--- src/hw/fb_pkg.sv ---
package fb_pkg;

    //------------------------------------------------------------------------
    // screen geometry
    //------------------------------------------------------------------------
    localparam int h_disp    = 16;                   // pixels per line
    localparam int v_disp    = 8;                    // lines per frame
    localparam int buf_words = h_disp * v_disp;      // pixels per buffer

    localparam int x_w = $clog2(h_disp);             // column index bits
    localparam int y_w = $clog2(v_disp);             // line index bits

    //------------------------------------------------------------------------
    // widths
    //------------------------------------------------------------------------
    localparam int addr_w  = 8;                      // msb picks the buffer
    localparam int coord_w = 16;                     // host x/y width
    localparam int len_w   = 24;                     // host run length width

    typedef logic [23:0] pixel_t;                    // rgb 8:8:8

    // host opcodes
    typedef enum logic [1:0] {
        op_run   = 2'd0,                             // horizontal run at x,y
        op_clear = 2'd1,                             // fill whole back buffer
        op_swap  = 2'd2                              // exchange front/back
    } draw_op_e;

    // execute stage FSM
    typedef enum logic [1:0] {
        st_idle      = 2'd0,                         // waiting for a job
        st_write     = 2'd1,                         // one pixel per cycle
        st_swap_wait = 2'd2                          // waiting on scanout ack
    } exec_state_e;

endpackage

--- src/hw/scanout.sv ---
`timescale 1ns/1ps
module scanout
    import fb_pkg::*;
(
    input  logic                clk,
    input  logic                rst_n,
    output logic [addr_w-1:0]   raddr,
    input  pixel_t              rdata,
    input  logic                swap_req,
    output logic                swap_ack,       // pulses as front_sel flips
    output logic                front_sel,      // buffer being shown
    output logic                out_valid,
    output pixel_t              out_pixel,
    output logic                out_sof,        // first pixel of frame
    output logic                out_eol,        // last pixel of line
    input  logic                out_ready
);

    logic [x_w-1:0]  x_cnt;
    logic [y_w-1:0]  y_cnt;
    logic            rd_pend;           // rdata valid this cycle
    logic            rd_sof;
    logic            rd_eol;
    logic            hold_valid;        // skid slot behind output reg
    pixel_t          hold_pixel;
    logic            hold_sof;
    logic            hold_eol;
    logic            pop;               // output pixel taken
    logic [1:0]      fill;              // slots used next cycle, reads in flight included
    logic            issue;             // start a read now
    logic            last_pix;
    logic            out_load;          // output reg takes a new entry
    logic            hold_load;         // rdata parks in skid slot

    //------------------------------------------------------------------------
    // read issue
    //------------------------------------------------------------------------
    assign pop      = out_valid && out_ready;
    assign fill     = 2'(out_valid) + 2'(hold_valid) + 2'(rd_pend) - 2'(pop);
    assign issue    = fill < 2'd2;      // only read what can be stored
    assign last_pix = (x_cnt == x_w'(h_disp - 1)) && (y_cnt == y_w'(v_disp - 1));
    assign raddr    = {front_sel, y_cnt, x_cnt};    // base + y*h_disp + x

    always_ff @(posedge clk or negedge rst_n) begin
        if (!rst_n) begin
            x_cnt     <= '0;
            y_cnt     <= '0;
            front_sel <= 1'b0;
            swap_ack  <= 1'b0;
            rd_pend   <= 1'b0;
            rd_sof    <= 1'b0;
            rd_eol    <= 1'b0;
        end else begin
            rd_pend  <= issue;
            rd_sof   <= issue && (x_cnt == '0) && (y_cnt == '0);
            rd_eol   <= issue && (x_cnt == x_w'(h_disp - 1));
            swap_ack <= 1'b0;
            if (issue) begin
                x_cnt <= x_cnt + x_w'(1);       // wraps at line end
                if (x_cnt == x_w'(h_disp - 1))
                    y_cnt <= y_cnt + y_w'(1);
                // frame boundary, take a pending swap here only
                if (last_pix && swap_req) begin
                    front_sel <= ~front_sel;
                    swap_ack  <= 1'b1;
                end
            end
        end
    end

    //------------------------------------------------------------------------
    // output register plus skid slot
    //------------------------------------------------------------------------
    assign out_load  = !out_valid || out_ready;
    assign hold_load = rd_pend && (out_load ? hold_valid : 1'b1);

    always_ff @(posedge clk or negedge rst_n) begin
        if (!rst_n) begin
            out_valid  <= 1'b0;
            out_sof    <= 1'b0;
            out_eol    <= 1'b0;
            hold_valid <= 1'b0;
            hold_sof   <= 1'b0;
            hold_eol   <= 1'b0;
        end else begin
            if (out_load) begin                 // skid slot drains first
                out_valid <= hold_valid || rd_pend;
                out_sof   <= hold_valid ? hold_sof : rd_sof;
                out_eol   <= hold_valid ? hold_eol : rd_eol;
            end
            if (hold_load) begin
                hold_sof <= rd_sof;
                hold_eol <= rd_eol;
            end
            hold_valid <= hold_load || (hold_valid && !out_load);
        end
    end

    // pixel data follows the flags above
    always_ff @(posedge clk) begin
        if (out_load)
            out_pixel <= hold_valid ? hold_pixel : rdata;
        if (hold_load)
            hold_pixel <= rdata;
    end

endmodule

--- config.mk ---
export PLATFORM = sky130hd
export DESIGN_NAME = scanout
export DESIGN_NICKNAME = d
export VERILOG_FILES = /design/src/hw/fb_pkg.sv /design/src/hw/scanout.sv
export SDC_FILE = /design/constraint.sdc
export NUM_CORES = 1
export LEC_CHECK = 0
export BUFFER_PORTS_ARGS = -buffer_cell sky130_fd_sc_hd__buf_2
export CAP_MARGIN = 20
export CORE_UTILIZATION = 35
export DETAILED_ROUTE_END_ITERATION = 8
export PLACE_DENSITY = 0.62
export SLEW_MARGIN = 20
export SYNTH_ARGS = -nofsm -noshare
export SYNTH_HDL_FRONTEND = slang
export SYNTH_SLANG_ARGS = --single-unit
export TNS_END_PERCENT = 1
--- constraint.sdc ---
create_clock -name clk -period 2.85 [get_ports clk]
set_input_delay 0.57 -clock clk [delete_from_list [all_inputs] [get_ports clk]]
set_output_delay 0.57 -clock clk [all_outputs]
set_load 0.05 [all_outputs]
==> flow_summary.yaml <==
clock_tree:
  clk_pin_slew_ns: 0.07
  hold_buffers: 0
  post_cts_buffers: 0
  cts.sinks: 66
  cts_max_level: 3
  cts_root_buf: "clkbuf_8"
  cts_buffers: 9
  clock_insertion_delay_worst_skew_ns: 0.33
  cts_tree: "yes"
  post_cts_resized: 0
  max-clock-path-buffers: 2
yosys:
  syn_nets: 178
  yosysWarnings: 0
  seq_area_frac_synth_pct: 73.29
  synth_area_per_cell_um2: 18.05
  ys_seq_elements: 66
  syn_area_um2: 2581
  synth_cells: 143
  yosysUniqueCellTypes: 23
layout:
  n_antenna_cell: 0
  final_common_cell: "buf_2"
  final_cell_mix: "64 x buf_2, 48 x edfxtp_1, 27 x mux2_2"
  areaGrowthSynthToFinish_pct: 23.27
  fin_util_pct: 45.82
  drive_above_1_share_pct: 50.45
  final_cells: 318
  final_cell_area_um2: 3182
  fin_nets: 252
routing:
  vias: 1425
  routed_wl_um: 4291
  drtPass1Iterations: 3
  wl_met1_um: 1962
  drc: 0
  ant_nets: 0
  highest_layer: "met4"
  post_drt_wl_per_cell_um: 13.49
  first_iter_violations: 26
  via_per_inst: 4.481
  met3_length_um: 363
  route.met2.wl_um: 1905
setup_path:
  start_kind: "flip-flop"
  critical_path_arrival_ns: 2.47
  crit_path_end_kind: "flip-flop"
  required_ns: 3.06
  rr_endpoint: "y_cnt[2]"
  crit_type: "flip-flop to flip-flop"
  reg2regPathDepth: 7
  crit_path_max_fanout: 6
  reg2reg_from: "out_valid"
  r2r_slack_ns: 0.59
power_and_ir_drop:
  seqPwrFrac_pct: 40.6
  peakVddDrop_v: 0.0006809
  internal_power_uw: 2275
  power_frac_clock_pct: 15.9
  p_switching_uw: 1677
  sw_frac_of_total_pct: 42.44
  leakagePower_uw: 0.001334
  comb_power_share_pct: 43.5
  p_per_area_nw_per_um2: 1242
timing:
  worstMarginPinSlew_ns: 0.4006
  drv_slew: 0
  fin_crit_sh_pct: 79.23
  setup_viol: 0
  finClkSkew_ns: 0.004589
  rsz0062_at_grt: "no"
  setup_tns_ns: 0
  relSlewSlack_pct: 73.30
  hold_viol: 0
  fmax_mhz: 442.8
  min_period_ns: 2.258
global_routing:
  grt_pass1_vias: 1428
  grt_pass1_wl_um: 6969
  grt_max_degree: 30
  grtUsageTotal_pct: 12.68
  antenna_found_initial: 0
  grt-ovfl-total: 0
placed_design:
  hpwl_um: 2924
  io_buffers: 64
  gp_congestion: 0.7092
  dpl_cell_area_um2: 3022
  dpl.cell_count: 302
floorplanning:
  die_area_um2: 7722
  die_y_um: 87.88
  die_w_um: 87.88
  core_um2: 6944
  rows: 30
  ioPinCount: 65
  start_util_pct: 37.17
run:
  drv_cap: 0
min_path:
  hold_class: "input pin to async pin"
run_status:
  status: "finished, final reports clean"
## Yosys cell counts (all sizes together)
master	instances	share of area (%)
or3	1	0.24
o21ai	5	0.97
inv	8	1.2
nand4b	1	0.34
edfxtp	48	56
and2b	1	0.29
xnor2	4	1.4
dfrtp	18	17
buf	4	0.87
nor4b	1	0.34
nand4	2	0.48
mux2i	3	1.6
xor2	2	1.3
and2	1	0.24
ha	7	3.4
and3	2	0.68
a21oi	1	0.63
nand2	7	1.0
mux2	27	12
## power by group through the flow
stage	Sequential, uW	Clock, uW	Combinational (uW)
6_report	1610	628	1720
5_1_grt	1650	717	1840
4_1_cts	1610	663	1740
3_5_place_dp	1630	0	1730
3_3_place_gp	1620	0	1720
2_1_floorplan	2280	0	697
## flip-flops by register name (all words and copies together) (netlist names), 3 cells and up
name        cells
hold_pixel     24
out_pixel      24
x_cnt           4
y_cnt           3
## worst max-delay path by stage
| stage | start | end | slack (ns) | depth (start not counted) |
|---|---|---|---|---|
| 5_1_grt | out_valid | y_cnt[2] | 0.45 | 7 |
| 3_5_place_dp | out_ready | y_cnt[2] | 0.39 | 8 |
| 2_1_floorplan | out_valid | y_cnt[2] | 0.42 | 7 |
| 4_1_cts | out_valid | y_cnt[2] | 0.58 | 7 |
| 6_report | out_valid | y_cnt[2] | 0.59 | 7 |
| 3_3_place_gp | out_ready | y_cnt[2] | 0.40 | 8 |
## routing by layer
| metal | global-route usage [%] | vias up |
|---|---|---|
| li1 | - | 678 |
| met1 | 15.75 | 685 |
| met2 | 19.17 | 54 |
| met3 | 6.032 | 8 |
| met4 | 4.918 | 0 |
| met5 | 0 | - |
## through the flow
step / power [uW] / hold WS (ns) / worst slack, ns
after floorplan: 2982 / 0.2744 / 0.4248
after global placement: 3336 / 0.4617 / 0.4040
after detailed placement: 3360 / 0.4812 / 0.3886
after CTS: 4017 / 0.1615 / 0.5763
after global routing: 4209 / 0.1770 / 0.4538
final: 3952 / 0.1634 / 0.5918
## area by class of cell
cell class	instances	area (um2)
flip-flops and latches	66	1892
well taps	96	120.1
clock buffers	9	123.9
inverters	8	30.03
clock inverters	7	36.28
repair buffers	67	342.8
multi-input cells	65	636.9
fillers	638	3762
## kinds of logic after synthesis
kind of cell | after synthesis | share of synthesized area (%)
AOI/OAI and AO/OA | 6 | 1.600
xor gates and xnor gates | 6 | 2.617
adders and majority gates | 7 | 3.393
buffers and inverters | 12 | 2.036
DFF | 66 | 73.29
muxes | 30 | 13.43
and+or+nand+nor | 16 | 3.636
## critical path, cell delays in order (launching register included)
cell and delay [ns]:
dfrtp_1 0.43, and2_1 0.18, ha_1 0.26, inv_1 0.04, ha_1 0.30, a21oi_4 0.23, mux2i_4 0.34, mux2_2 0.36
No activity file was read; power rests on OpenSTA's default activity.
