File: src/hw/fb_pkg.sv
package fb_pkg;

    //------------------------------------------------------------------------
    // screen geometry
    //------------------------------------------------------------------------
    localparam int h_disp    = 16;                   // pixels per line
    localparam int v_disp    = 8;                    // lines per frame
    localparam int buf_words = h_disp * v_disp;      // pixels per buffer

    localparam int x_w = $clog2(h_disp);             // column index bits
    localparam int y_w = $clog2(v_disp);             // line index bits

    //------------------------------------------------------------------------
    // widths
    //------------------------------------------------------------------------
    localparam int addr_w  = 8;                      // msb picks the buffer
    localparam int coord_w = 16;                     // host x/y width
    localparam int len_w   = 24;                     // host run length width

    typedef logic [23:0] pixel_t;                    // rgb 8:8:8

    // host opcodes
    typedef enum logic [1:0] {
        op_run   = 2'd0,                             // horizontal run at x,y
        op_clear = 2'd1,                             // fill whole back buffer
        op_swap  = 2'd2                              // exchange front/back
    } draw_op_e;

    // execute stage FSM
    typedef enum logic [1:0] {
        st_idle      = 2'd0,                         // waiting for a job
        st_write     = 2'd1,                         // one pixel per cycle
        st_swap_wait = 2'd2                          // waiting on scanout ack
    } exec_state_e;

endpackage

File: src/hw/draw_job_if.sv
`timescale 1ns/1ps
interface draw_job_if
    import fb_pkg::*;
();

    logic               valid;          // job presented
    logic               ready;          // execute idle
    draw_op_e           op;             // what to do
    logic [addr_w-1:0]  start_addr;     // first pixel, buffer bit included
    logic [addr_w-1:0]  count;          // pixels to write, 0 = none
    pixel_t             color;          // fill colour

    // decode side
    modport src (
        output valid, op, start_addr, count, color,
        input  ready
    );

    // execute side
    modport dst (
        input  valid, op, start_addr, count, color,
        output ready
    );

endinterface

File: src/hw/draw_decode.sv
`timescale 1ns/1ps
module draw_decode
    import fb_pkg::*;
(
    input  logic                clk,
    input  logic                rst_n,
    input  logic                enable,         // host command strobe
    input  draw_op_e            op,
    input  logic [coord_w-1:0]  x_pos,
    input  logic [coord_w-1:0]  y_pos,
    input  logic [len_w-1:0]    len,
    input  pixel_t              pixel,
    input  logic                front_sel,      // from scanout
    input  logic                job_done,       // from execute
    output logic                busy,
    draw_job_if.src             job
);

    logic                accept;        // command taken this edge
    logic                x_on;
    logic                y_on;
    logic [coord_w-1:0]  room;          // pixels left on the line
    logic [len_w-1:0]    run_len;       // len clipped to line end
    logic [addr_w-1:0]   run_cnt;
    logic [addr_w-1:0]   back_base;     // first word of back buffer
    logic [addr_w-1:0]   pix_off;       // y*h_disp + x

    assign accept = enable && !busy;

    //------------------------------------------------------------------------
    // clipping and addressing
    //------------------------------------------------------------------------
    assign x_on    = x_pos < coord_w'(h_disp);
    assign y_on    = y_pos < coord_w'(v_disp);
    assign room    = coord_w'(h_disp) - x_pos;  // only meaningful when x_on
    assign run_len = (len < len_w'(room)) ? len : len_w'(room);
    assign run_cnt = (x_on && y_on) ? run_len[addr_w-1:0] : '0;  // off screen -> nothing

    // back buffer is the one scanout is not showing
    assign back_base = front_sel ? '0 : addr_w'(buf_words);
    // h_disp is a power of two so the product is a plain bit join
    assign pix_off   = addr_w'({y_pos[y_w-1:0], x_pos[x_w-1:0]});

    //------------------------------------------------------------------------
    // busy and job valid
    //------------------------------------------------------------------------
    always_ff @(posedge clk or negedge rst_n) begin
        if (!rst_n) begin
            busy      <= 1'b0;
            job.valid <= 1'b0;
        end else begin
            if (accept) begin
                busy      <= 1'b1;              // high from next cycle
                job.valid <= 1'b1;              // job one cycle after accept
            end else begin
                if (job.valid && job.ready)
                    job.valid <= 1'b0;          // handed over
                if (job_done)
                    busy <= 1'b0;               // execute finished
            end
        end
    end

    // job payload, captured once per command
    always_ff @(posedge clk) begin
        if (accept) begin
            job.op    <= op;
            job.color <= pixel;
            case (op)
                op_run: begin
                    job.start_addr <= back_base + pix_off;
                    job.count      <= run_cnt;
                end
                op_clear: begin
                    job.start_addr <= back_base;
                    job.count      <= addr_w'(buf_words);   // whole buffer
                end
                default: begin                  // swap, no pixel writes
                    job.start_addr <= back_base;
                    job.count      <= '0;
                end
            endcase
        end
    end

endmodule

File: src/flat_wrapper.sv
// flat-port wrapper written by rule: the top's interface ports become plain ports
module draw_decode_flat import fb_pkg::*;
  (clk, rst_n, enable, op, x_pos, y_pos, len, pixel, front_sel, job_done, busy, job_valid, job_op, job_start_addr, job_count, job_color, job_ready);
  draw_job_if job_i ();
  input  logic clk;
  input  logic rst_n;
  input  logic enable;
  input  draw_op_e op;
  input  logic [coord_w-1:0] x_pos;
  input  logic [coord_w-1:0] y_pos;
  input  logic [len_w-1:0] len;
  input  pixel_t pixel;
  input  logic front_sel;
  input  logic job_done;
  output logic busy;
  output wire logic [$bits(job_i.valid)-1:0] job_valid;
  output wire logic [$bits(job_i.op)-1:0] job_op;
  output wire logic [$bits(job_i.start_addr)-1:0] job_start_addr;
  output wire logic [$bits(job_i.count)-1:0] job_count;
  output wire logic [$bits(job_i.color)-1:0] job_color;
  input wire logic [$bits(job_i.ready)-1:0] job_ready;
  assign job_valid = job_i.valid;
  assign job_op = job_i.op;
  assign job_start_addr = job_i.start_addr;
  assign job_count = job_i.count;
  assign job_color = job_i.color;
  assign job_i.ready = job_ready;
  draw_decode u_core (.clk(clk), .rst_n(rst_n), .enable(enable), .op(op), .x_pos(x_pos), .y_pos(y_pos), .len(len), .pixel(pixel), .front_sel(front_sel), .job_done(job_done), .busy(busy), .job(job_i));
endmodule
File: config.mk
export PLATFORM = sky130hd
export DESIGN_NAME = draw_decode_flat
export DESIGN_NICKNAME = d
export VERILOG_FILES = /design/src/hw/fb_pkg.sv /design/src/hw/draw_job_if.sv /design/src/hw/draw_decode.sv /design/src/flat_wrapper.sv
export SDC_FILE = /design/constraint.sdc
export NUM_CORES = 1
export LEC_CHECK = 0
export BUFFER_PORTS_ARGS = -buffer_cell sky130_fd_sc_hd__buf_2
export CAP_MARGIN = 20
export CORE_MARGIN = 2
export CORE_UTILIZATION = 43
export CTS_CLUSTER_DIAMETER = 30
export DETAILED_ROUTE_END_ITERATION = 8
export PLACE_DENSITY = 0.8
export SYNTH_ARGS = -nofsm -noshare
export SYNTH_HDL_FRONTEND = slang
export SYNTH_SLANG_ARGS = --single-unit
File: constraint.sdc
create_clock -name clk -period 3.01 [get_ports clk]
set_input_delay 0.602 -clock clk [delete_from_list [all_inputs] [get_ports clk]]
set_output_delay 0.602 -clock clk [all_outputs]
set_load 0.02 [all_outputs]
==> results.json <==
{
  "synth_edf_count": 42,
  "cp-start-kind": "input pin",
  "holdWs_ns": 0.0873,
  "switchingPower_uw": 366,
  "worstPathMaxFanout": 5,
  "postLayoutCellArea_um2": 3390,
  "drive_above_1_share_pct": 57.4,
  "synthesis.area_um2": 2200,
  "violations": "negative setup slack",
  "syn-num-nets": 267,
  "root_buffer": "clkbuf_8",
  "fin_crit_sh_pct": 125,
  "tightest_slew_ns": 0.532,
  "synth_ff_type": "edfxtp_1",
  "relSlewSlack_pct": 64.5,
  "n_antenna_cell": 0,
  "grt_max_degree": 44,
  "clk_pin_slew_worst_paths_ns": 0.08,
  "gp_congestion": 0.742,
  "numCtsBuffers": 5,
  "fin_worst_skew_ns": 0.00775,
  "area_growth_syn_to_layout_pct": 54.2,
  "crit_path_start": "x_pos[9]",
  "core_area_um2": 5010,
  "antenna_found_initial": 0,
  "detail-route-antenna-nets": 0,
  "dp_hpwl_um": 4440,
  "cts_max_level": 2,
  "grt_first_pass_wirelength_um": 7970,
  "io_pins": 132,
  "async_flop_share_pct": 4.55,
  "r2r_end": "u_core.job.color[8]$_DFFE_PP_",
  "internal_power_mw": 1.10,
  "die_x_um": 75.5,
  "period_needed_ns": 3.75,
  "yosys_register_bits": 44,
  "synth_area_per_cell_um2": 13.5,
  "power_frac_comb_pct": 20.7,
  "finalNonFillerCells": 406,
  "crit_required_ns": 3.06,
  "drc": 0,
  "cts_hold_buffers": 0,
  "ys_seq_area_share_pct": 59.6,
  "reg2reg_setup_slack_ns": 1.63,
  "final_util_pct": 67.7,
  "layout_setup_ws_ns": -0.743,
  "viasPerCell": 4.81,
  "postPlaceCellArea_um2": 3170,
  "clk_latency_ns": 0.29,
  "p_per_area_nw_per_um2": 433,
  "overflow": 0,
  "rsz0062_at_grt": "yes",
  "max_freq_ghz": 0.266,
  "arrival_ns": 3.80,
  "criticalPathCategory": "in2reg",
  "setup_viol": 8,
  "route.vias.total": 1951,
  "yosysWarnings": 0,
  "place_ws_ns": -1.19,
  "vdd_ir_drop_max_uv": 191,
  "grt_pass1_vias": 1842,
  "routed_wl_um": 5500,
  "layout_common_cells": "129 x buf_2, 42 x edfxtp_1, 32 x buf_4",
  "hold_violations": 0,
  "dpl.cell_count": 393,
  "syn_inst": 163,
  "final-max-slew-violation-count": 0,
  "drv_cap": 0,
  "r2r_cells": 2,
  "hp-class": "in2async",
  "p_seq_share_pct": 49.9,
  "io_buffers": 131,
  "rr_startpoint": "u_core.busy$_DFFE_PN0P_",
  "grt_use_total_pct": 18.8,
  "p_clk_share_pct": 29.5,
  "final_common_cell": "buf_2",
  "clockBufferDepth": 2,
  "wire_per_inst_um": 13.6,
  "cts_sinks": 44,
  "p_total_mw": 1.47,
  "dieArea_um2": 5700,
  "die_h_um": 75.5,
  "p_leak_nw": 1.57,
  "status": "finished, violations left",
  "cts_tree": "yes",
  "firstDrtPassIters": 4,
  "initial_core_util_pct": 43.9,
  "final.setup.tns_ns": -5.73,
  "crit_path_end_kind": "flop",
  "rows": 26,
  "netSwitchingFraction_pct": 25.0,
  "ys_types": 35,
  "fin_nets": 439,
  "drt_first_iter_violations": 62
}
## worst max-delay path by stage
stage                                         end  cells after the start
floorplan           u_core.job.count[6]$_DFFE_PP_                     12
global placement    u_core.job.count[6]$_DFFE_PP_                     14
detailed placement  u_core.job.count[6]$_DFFE_PP_                     14
CTS                 u_core.job.count[0]$_DFFE_PP_                     14
global route        u_core.job.count[0]$_DFFE_PP_                     16
finish              u_core.job.count[0]$_DFFE_PP_                     14
## repair_timing
action,4_1_cts,5_1_grt
buffers inserted,2,2
pin swaps,5,5
setup endpoints to repair,8,8
gates cloned,1,0
resized for setup,10,8
## kinds of logic (layout without fill, tap and decap cells)
| logic type | Yosys count | count (layout) | share of synthesized area (%) |
|---|---|---|---|
| xor gates and xnor gates | 13 | 13 | 5.18 |
| DFF | 44 | 44 | 59.6 |
| adders and majority gates | 16 | 16 | 9.11 |
| AOI/OAI and AO/OA | 22 | 22 | 7.57 |
| muxes | 5 | 5 | 2.28 |
| buffers and inverters | 11 | 184 | 2.22 |
| and+or+nand+nor | 52 | 52 | 14.0 |
## state kept, by name, summed over array words and instances (netlist names)
signal	cells
u_core.job.start_addr	8
u_core.job.valid	1
u_core.job.op	2
u_core.job.color	24
u_core.job.count	8
u_core.busy	1
## critical path, stage by stage
cell	delay, ns
buf_6	0.09
or4_4	0.53
or3_4	0.34
or3_4	0.35
nor3_4	0.12
xor2_1	0.09
ha_2	0.17
or4_4	0.52
nor3_2	0.12
o211ai_1	0.15
a2111oi_4	0.27
buf_6	0.19
mux2i_1	0.19
nor2_1	0.07
## per-layer routing
metal / routed length (um) / global-route usage (%) / up-vias
li1: - / - / 957
met1: 2000 / 20.3 / 879
met2: 2870 / 35.0 / 105
met3: 553 / 5.69 / 10
met4: 77 / 6.24 / 0
met5: 0 / 0 / -
## final cells by class
type,count,area [um^2]
inverter,10,37.5
clock buffer,5,68.8
sequential,44,1310
fill,401,1620
multi-input combinational,108,900
tap,70,87.6
timing repair buffer,166,942
clock inverter,3,42.5
## synth_stat cells (2+ instances only)
cell	instances	share of area [%]
nor2b_1	3	0.85
a21oi_1	7	1.6
mux2i_1	5	2.3
nand4_1	3	0.85
nand3_1	3	0.68
xor2_1	12	4.8
nor3_1	9	2.0
nand2b_1	2	0.57
o21ai_0	2	0.46
or2_2	2	0.57
or4_4	2	1.0
and2_1	5	1.4
a21o_1	4	1.4
ha_1	16	9.1
nor2_1	9	1.5
edfxtp_1	42	57
inv_1	10	1.7
dfrtp_1	2	2.3
nor4_1	5	1.4
or3_4	2	1.0
nand2_1	4	0.68
## power groups by stage
stage                     combinational (mW)  sequential, mW  clock, mW
after floorplan                       0.0871           0.800          0
after global placement                 0.287           0.744          0
final                                  0.303           0.732      0.432
after CTS                              0.301           0.732      0.443
after global routing                   0.335           0.737      0.464
after detailed placement               0.295           0.746          0
No activity file was read; power rests on OpenSTA's default activity.
