===== config.mk =====
export PLATFORM = sky130hd
export DESIGN_NAME = draw_execute_flat
export DESIGN_NICKNAME = d
export VERILOG_FILES = /design/src/hw/fb_pkg.sv /design/src/hw/draw_job_if.sv /design/src/hw/draw_execute.sv /design/src/flat_wrapper.sv
export SDC_FILE = /design/constraint.sdc
export NUM_CORES = 1
export LEC_CHECK = 0
export BUFFER_PORTS_ARGS = -buffer_cell sky130_fd_sc_hd__buf_4
export CORE_MARGIN = 3
export CORE_UTILIZATION = 40
export DETAILED_ROUTE_END_ITERATION = 12
export GPL_TIMING_DRIVEN = 1
export PLACE_DENSITY_LB_ADDON = 0.1
export RECOVER_POWER = 25
export SYNTH_ARGS = -nofsm -noshare
export SYNTH_HDL_FRONTEND = slang
export SYNTH_SLANG_ARGS = --single-unit

===== constraint.sdc =====
create_clock -name clk -period 4.36 [get_ports clk]
set_clock_uncertainty 0.2 [all_clocks]
set_input_delay 0.436 -clock clk [delete_from_list [all_inputs] [get_ports clk]]
set_output_delay 0.436 -clock clk [all_outputs]
set_load 0.05 [all_outputs]

===== src/hw/fb_pkg.sv =====
package fb_pkg;

    //------------------------------------------------------------------------
    // screen geometry
    //------------------------------------------------------------------------
    localparam int h_disp    = 16;                   // pixels per line
    localparam int v_disp    = 8;                    // lines per frame
    localparam int buf_words = h_disp * v_disp;      // pixels per buffer

    localparam int x_w = $clog2(h_disp);             // column index bits
    localparam int y_w = $clog2(v_disp);             // line index bits

    //------------------------------------------------------------------------
    // widths
    //------------------------------------------------------------------------
    localparam int addr_w  = 8;                      // msb picks the buffer
    localparam int coord_w = 16;                     // host x/y width
    localparam int len_w   = 24;                     // host run length width

    typedef logic [23:0] pixel_t;                    // rgb 8:8:8

    // host opcodes
    typedef enum logic [1:0] {
        op_run   = 2'd0,                             // horizontal run at x,y
        op_clear = 2'd1,                             // fill whole back buffer
        op_swap  = 2'd2                              // exchange front/back
    } draw_op_e;

    // execute stage FSM
    typedef enum logic [1:0] {
        st_idle      = 2'd0,                         // waiting for a job
        st_write     = 2'd1,                         // one pixel per cycle
        st_swap_wait = 2'd2                          // waiting on scanout ack
    } exec_state_e;

endpackage


===== src/hw/draw_job_if.sv =====
`timescale 1ns/1ps
interface draw_job_if
    import fb_pkg::*;
();

    logic               valid;          // job presented
    logic               ready;          // execute idle
    draw_op_e           op;             // what to do
    logic [addr_w-1:0]  start_addr;     // first pixel, buffer bit included
    logic [addr_w-1:0]  count;          // pixels to write, 0 = none
    pixel_t             color;          // fill colour

    // decode side
    modport src (
        output valid, op, start_addr, count, color,
        input  ready
    );

    // execute side
    modport dst (
        input  valid, op, start_addr, count, color,
        output ready
    );

endinterface


===== src/hw/draw_execute.sv =====
`timescale 1ns/1ps
module draw_execute
    import fb_pkg::*;
(
    input  logic                clk,
    input  logic                rst_n,
    draw_job_if.dst             job,
    output logic                we,             // frame memory write
    output logic [addr_w-1:0]   waddr,
    output pixel_t              wdata,
    output logic                swap_req,       // held until ack
    input  logic                swap_ack,       // one cycle from scanout
    output logic                job_done        // one cycle per job
);

    exec_state_e        state;
    logic [addr_w-1:0]  remain;         // writes still to issue
    logic               take;           // job transfer this edge

    assign job.ready = (state == st_idle);
    assign take      = job.valid && job.ready;

    //------------------------------------------------------------------------
    // FSM
    //------------------------------------------------------------------------
    always_ff @(posedge clk or negedge rst_n) begin
        if (!rst_n) begin
            state    <= st_idle;
            we       <= 1'b0;
            swap_req <= 1'b0;
            job_done <= 1'b0;
            remain   <= '0;
        end else begin
            job_done <= 1'b0;                   // pulse by default
            case (state)
                st_idle: begin
                    if (take) begin
                        if (job.op == op_swap) begin
                            swap_req <= 1'b1;
                            state    <= st_swap_wait;
                        end else if (job.count == '0) begin
                            job_done <= 1'b1;   // clipped away, nothing to write
                        end else begin
                            we     <= 1'b1;     // first write next cycle
                            remain <= job.count;
                            state  <= st_write;
                        end
                    end
                end
                st_write: begin
                    remain <= remain - addr_w'(1);
                    if (remain == addr_w'(1)) begin
                        we       <= 1'b0;       // last one went out
                        job_done <= 1'b1;
                        state    <= st_idle;
                    end
                end
                st_swap_wait: begin
                    if (swap_ack) begin         // scanout flipped at frame end
                        swap_req <= 1'b0;
                        job_done <= 1'b1;
                        state    <= st_idle;
                    end
                end
                default: state <= st_idle;
            endcase
        end
    end

    // write address walks up, colour stays for the whole job
    always_ff @(posedge clk) begin
        if (take) begin
            waddr <= job.start_addr;
            wdata <= job.color;
        end else if (state == st_write) begin
            waddr <= waddr + addr_w'(1);
        end
    end

endmodule


===== src/flat_wrapper.sv =====
// flat-port wrapper written by rule: the top's interface ports become plain ports
module draw_execute_flat import fb_pkg::*;
  (clk, rst_n, we, waddr, wdata, swap_req, swap_ack, job_done, job_valid, job_op, job_start_addr, job_count, job_color, job_ready);
  draw_job_if job_i ();
  input  logic clk;
  input  logic rst_n;
  output logic we;
  output logic [addr_w-1:0] waddr;
  output pixel_t wdata;
  output logic swap_req;
  input  logic swap_ack;
  output logic job_done;
  input wire logic [$bits(job_i.valid)-1:0] job_valid;
  input wire logic [$bits(job_i.op)-1:0] job_op;
  input wire logic [$bits(job_i.start_addr)-1:0] job_start_addr;
  input wire logic [$bits(job_i.count)-1:0] job_count;
  input wire logic [$bits(job_i.color)-1:0] job_color;
  output wire logic [$bits(job_i.ready)-1:0] job_ready;
  assign job_i.valid = job_valid;
  assign job_i.op = job_op;
  assign job_i.start_addr = job_start_addr;
  assign job_i.count = job_count;
  assign job_i.color = job_color;
  assign job_ready = job_i.ready;
  draw_execute u_core (.clk(clk), .rst_n(rst_n), .job(job_i), .we(we), .waddr(waddr), .wdata(wdata), .swap_req(swap_req), .swap_ack(swap_ack), .job_done(job_done));
endmodule

==> impl_metrics.ini, run 1 <==
[logic_synthesis]
synth_ff_type = edfxtp_1
synth_top_area_share_pct = 47.9
yosysTopAreaCell = edfxtp_1
ys_seq_area_share_pct = 64.0
synth_area_per_cell_um2 = 12.7
async_flop_share_pct = 28.9
synth_cells = 158
synth_edf_count = 32
synth_warnings = 0
syn-num-nets = 207
synth_cell_types = 39
ys_seq_elements = 45
synth_area_mm2 = 0.00201
ys_top_cells_by_area = edfxtp_1, dfrtp_1, nor2_1, a21oi_1, xor2_1

[timing]
slew_violations = 0
tightest_slew_ns = 0.870
setup_violations = 0
period_minus_slack_ns = 2.40
tns_ns = 0
finalCritPeriodShare_pct = 55.0
fmax_ghz = 0.417
whs_ns = 0.139
hold_viol_final = 0
finalWorstSetupSlack_ns = 1.96
rsz0062_at_grt = false
relSlewSlack_pct = 42.0

[cells_and_area]
layout-drive-gt1-share_pct = 39.5
syn2layout_area_growth_pct = 38.6
layout.nets = 291
final_util_pct = 58.1
n_antenna_cell = 0
layout_commonest_cell = buf_4
mostFrequentLayoutCells = buf_4, edfxtp_1, clkbuf_4, nor2_1, dfrtp_1

[global_route]
grt_max_degree = 25
antenna_found_initial = 0
first_global_vias = 1497
grt_pass1_wl_um = 7130
track_usage_pct = 15.1
grt-ovfl-total = 0

[flow_run]
cap_violations = 0

[pwr]
power_density_mw_per_mm2 = 637
finalPower_mw = 1.77
sw_frac_of_total_pct = 39.9
p_leak_nw = 1.17
p_int_mw = 1.06
p_switching_mw = 0.707
sequentialPowerShare_pct = 40.0
pwr-share-clk_pct = 18.3
pwr-share-comb_pct = 41.7
ir_drop_mv = 0.251

[drt]
avgViaCountPerCell = 4.85
first_pass_iters = 4
vias = 1503
wl_per_cell_um = 14.0
drc = 0
first_iter_violations = 74
drt_wl_total_um = 4350
drt.antenna.violating_nets = 0

[floorplanning]
io_pins = 82
chipHeight_um = 76.9
start_util_pct = 42.0
row_count = 25
die_w_um = 76.9
dieArea_mm2 = 0.00591
coreArea_mm2 = 0.00479

[worst_setup_path]
start_kind = register
arrival_ns = 2.12
crit_path_max_fanout = 24
criticalPathCategory = reg2reg
cp-end-kind = register
cp.required_ns = 4.08

[clock_tree]
cts-resized-gates = 0
cts_hold_buf = 1
cts_sinks = 45
postCtsSetupBuffers = 0
cts_root_buf = clkbuf_8
cts_made_buffers = 5
cts_buffer_depth = 2
clk_pin_slew_ns = 0.08
worstSkewPairLatency_ns = 0.29
cts-htree-levels = 2
cts_tree = yes

[placement]
numPortBuffers = 81
dp_hpwl_um = 3320
routabilityCongestion = 0.765
dp_slack_ns = 1.85

[outcome]
status = complete, no violations

[worst_hold_path]
min_path_type = in2reg
## area by class of cell
| class | count | area (um2) |
|---|---|---|
| repair buffers | 82 | 614 |
| fillers | 432 | 2000 |
| clock buffers | 6 | 82.6 |
| well taps | 67 | 83.8 |
| inverters | 7 | 26.3 |
| clock inverters | 2 | 37.5 |
| flip-flops and latches | 45 | 1290 |
| multi-input cells | 101 | 652 |
## cell families after synthesis
family / Yosys count / share of synthesized area [%]
buffers and inverters: 12 / 3.49
adder cells (fa/ha/maj): 3 / 1.87
XOR/XNOR: 8 / 3.49
flip-flops: 45 / 64.0
AND/OR/NAND/NOR: 57 / 15.0
multiplexers: 2 / 1.25
AO/OA/AOI/OAI: 31 / 10.9
## Yosys cell counts (2+ instances only)
library cell   n
buf_6          3
edfxtp_1      32
ha_1           3
nor2_1        20
o31ai_1        2
buf_2          2
inv_1          7
dfrtp_1       13
a31oi_1        3
nand4_1        2
and3_1         4
xnor2_1        2
nand3_1        8
nor3_1         5
xor2_1         6
o21ai_0        5
a21oi_1       12
nand2_1        8
## layer usage
metal,part of all wire [%],GRT usage [%],wire [um]
met1,46,20.5,1990
met5,0,0,0
met3,7.4,3.64,322
met2,46,23.6,2000
met4,0.87,5.43,38
## worst max-delay path, stage by stage, from the launching register on
cell     delay [ns]
dfrtp_1        0.45
or3b_1         0.64
inv_1          0.74
## registers in the layout (all words and copies together), names as in the netlist
name / flops
u_core.we: 1
u_core.state: 2
u_core.swap_req: 1
u_core.waddr: 8
u_core.wdata: 24
u_core.remain: 8
u_core.job_done: 1
## path summary, 6_finish.rpt
kind	to	slack [ns]	start	depth (start not counted)
min in group asynchronous	u_core.remain[2]	0.53	rst_n	2
worst max register to register	u_core.wdata[11]	1.96	u_core.state[0]	2
worst min-delay path	u_core.wdata[1]	0.14	job_color[1]	1
worst max-delay path	u_core.wdata[11]	1.96	u_core.state[0]	2
max in group asynchronous	u_core.state[0]	2.96	rst_n	2
worst min register to register	u_core.we	0.32	u_core.we	2
## through the flow
| step | instance area, um2 | cells |
|---|---|---|
| 2_1_floorplan | 2010 | 158 |
| 3_5_place_dp | 2660 | 301 |
| 3_3_place_gp | 2660 | 301 |
| 4_1_cts | 2790 | 310 |
| 6_report | 2780 | 310 |
| 5_1_grt | 2780 | 310 |
## power groups by stage
stage	Combinational, mW	Sequential (mW)	Clock, mW
floorplan	0.349	0.902	0
global placement	0.737	0.716	0
detailed placement	0.743	0.717	0
CTS	0.744	0.709	0.334
global route	0.802	0.726	0.347
finish	0.739	0.709	0.323
Power figures use the tool's default switching activity.
==> run 2, diff against run 1 <==
Settings changed: ABC_AREA set to 1.
Clock period 4.36 ns to 2.18 ns, I/O delays scaled along.
==> run 2 against run 1 <==
Compared with the run above: via count is 19% higher; area after synthesis is 3.7% higher; largest power group unchanged; critical path depth is 3 higher; first-iteration DRC count is 34% lower; highest routed layer unchanged; sequential power is 110% higher; final cell count is 28% higher; fmax is 35% higher; largest cell class unchanged.
==> impl_metrics.ini, run 2 <==
[outcome]
status = complete, no violations

[logic_synthesis]
synth_xor_xnor_area_share_pct = 1.26
synth_compound_area_share_pct = 6.31
yosys.area_share.simple_pct = 23.0
synth_area_mm2 = 0.00208
yosys-mux-area-fraction_pct = 0
synth_ff_type = edfxtp_1
synth_area_per_cell_um2 = 9.73
synth_edf_count = 32
yosysTopAreaCell = edfxtp_1
synth_cells = 214
synth_top_family_by_area = simple AND/OR/NAND/NOR gates
synth_warnings = 0
yosysMostFrequentCell = nand2_1
synth_top_area_share_pct = 46.1
syn-num-nets = 263
synthAdderAreaFrac_pct = 1.80
ys_seq_area_share_pct = 61.7
async_flop_share_pct = 28.9
ys_seq_elements = 45
ys_top_cells_by_area = edfxtp_1, dfrtp_1, nand2_1, nand3_1, nor2_1
synth_cell_types = 23
synth_common_cells = nand2_1, edfxtp_1, nor2_1, inv_1, nand3_1

[timing]
period_minus_slack_ns = 1.77
fmax_ghz = 0.564
slew_violations = 0
hold_viol_final = 0
tightest_slew_ns = 0.799
tns_ns = 0
setup_violations = 0
relSlewSlack_pct = 46.7
whs_ns = 0.00779
finalCritPeriodShare_pct = 81.3
rsz0062_at_grt = false

[global_route]
grt_max_degree = 21
grt-ovfl-total = 0
grt_pass1_wl_um = 8180
track_usage_pct = 17.2
first_global_vias = 1714
antenna_found_initial = 0

[worst_setup_path]
start_kind = register
cp-end-kind = register
arrival_ns = 1.62
cp.required_ns = 2.03
crit_path_max_fanout = 20
cp_slowest_stage_delay_ns = 0.44
cpLargestDelayFamily = buffers and inverters
crit_chain = nor2_4, nand2_2, inv_2, buf_12, o21ai_0
crit_slowest_cell = dfrtp_1
criticalPathCategory = reg2reg
crit_buf_inv = 2

[floorplanning]
die_w_um = 78.2
chipHeight_um = 78.2
start_util_pct = 42.7
coreArea_mm2 = 0.00488
dieArea_mm2 = 0.00611
io_pins = 82
row_count = 25

[clock_tree]
cts_tree = yes
cts_sinks = 45
cts_buffer_depth = 2
cts_hold_buf = 28
cts-htree-levels = 2
cts_made_buffers = 5
postCtsSetupBuffers = 0
worstSkewPairLatency_ns = 0.30
cts-resized-gates = 0
clk_pin_slew_ns = 0.09
cts_root_buf = clkbuf_8

[pwr]
p_switching_mw = 1.89
ir_drop_mv = 0.728
power_density_mw_per_mm2 = 1290
p_int_mw = 2.19
sw_frac_of_total_pct = 46.4
pwr-share-clk_pct = 12.4
sequentialPowerShare_pct = 35.9
pwr-share-comb_pct = 51.7
p_leak_nw = 1.45

[cells_and_area]
layout_commonest_cell = buf_4
largest-register = u_core.wdata
largest_reg_flops = 24
layout.nets = 379
n_antenna_cell = 0
reg_top3 = u_core.wdata: 24 flops, u_core.remain: 8 flops, u_core.waddr: 8 flops
mostFrequentLayoutCells = buf_4, nand2_1, edfxtp_1, dlygate4sd3_1, nor2_1
layout-drive-gt1-share_pct = 32.0
syn2layout_area_growth_pct = 51.4

[placement]
routabilityCongestion = 0.825
dp_hpwl_um = 3590
numPortBuffers = 81

[drt]
avgViaCountPerCell = 4.50
first_iter_violations = 49
drt.antenna.violating_nets = 0
drt_wl_total_um = 4930
wl_per_cell_um = 12.4
vias = 1790
first_pass_iters = 6
drc = 0

[worst_hold_path]
min_path_type = in2reg

[flow_run]
cap_violations = 0
run 2: cell count changes after synthesis, moves of 3 or more:
cell | before | now
nand2_1 | 8 | 58
nand3_1 | 8 | 21
nor2_1 | 20 | 24
inv_1 | 7 | 23
and3_1 | 4 | 0
nor3_1 | 5 | 0
nor2_2 | 0 | 3
o21ai_1 | 0 | 3
xor2_1 | 6 | 2
a21oi_1 | 12 | 0
inv_2 | 0 | 4
o21ai_0 | 5 | 9
o21ai_2 | 0 | 5
run 2: cell families (layout without fill, tap and decap cells):
kind of cell | after synthesis | count (layout)
compound gates | 21 | 21
xor+xnor | 3 | 3
fa+ha+maj | 3 | 3
buf+inv | 30 | 147
flops | 45 | 45
simple gates | 112 | 112
run 2: metrics by stage:
stage               setup slack, ns  power (mW)  cells  utilization [%]  cell area, um2
finish                        0.407        4.08    398             64.6            3150
detailed placement            0.396        3.57    362             57.2            2790
global placement              0.448        3.53    362             57.2            2790
floorplan                     0.156        2.98    214                -            2080
CTS                           0.383        4.13    398             64.7            3160
global route                  0.269        4.39    398             64.6            3150
run 2: power groups by stage:
stage	Sequential [mW]	Clock (mW)	Combinational, mW
after global routing	1.50	0.560	2.33
after global placement	1.47	0	2.06
after detailed placement	1.48	0	2.09
after floorplan	1.99	0	0.984
final	1.46	0.504	2.11
after CTS	1.46	0.535	2.14
run 2: tightest hold or removal path: cells and delay by family:
| kind | cells | cell delay [ns] |
|---|---|---|
| buffers and inverters | 1 | 0.08 |
| and+or+nand+nor | 2 | 0.10 |
run 2: final cells by class:
type                       instances  area [um2]
multi-input combinational        139         674
clock inverter                     2        15.0
sequential                        45        1290
timing repair buffer             112         920
clock buffer                       6        72.6
fill                             414        1730
inverter                          27         101
tap                               67        83.8
run 2: final timing paths:
check,from,end,slack [ns],cells after the start
min in group asynchronous,rst_n,u_core.remain[1],0.31,2
max in group asynchronous,rst_n,u_core.job_done,0.96,2
worst max register to register,u_core.state[0],u_core.waddr[2],0.41,5
worst max-delay path,u_core.state[0],u_core.waddr[2],0.41,5
worst min-delay path,job_start_addr[1],u_core.waddr[1],0.008,3
worst min register to register,u_core.we,u_core.we,0.28,2
run 2: routing by layer:
layer	track usage, %	up-vias	wire, um
met5	0	-	0
met1	21.2	808	2020
met3	4.82	7	295
met2	28.9	45	2540
met4	5.77	0	75
li1	-	930	-
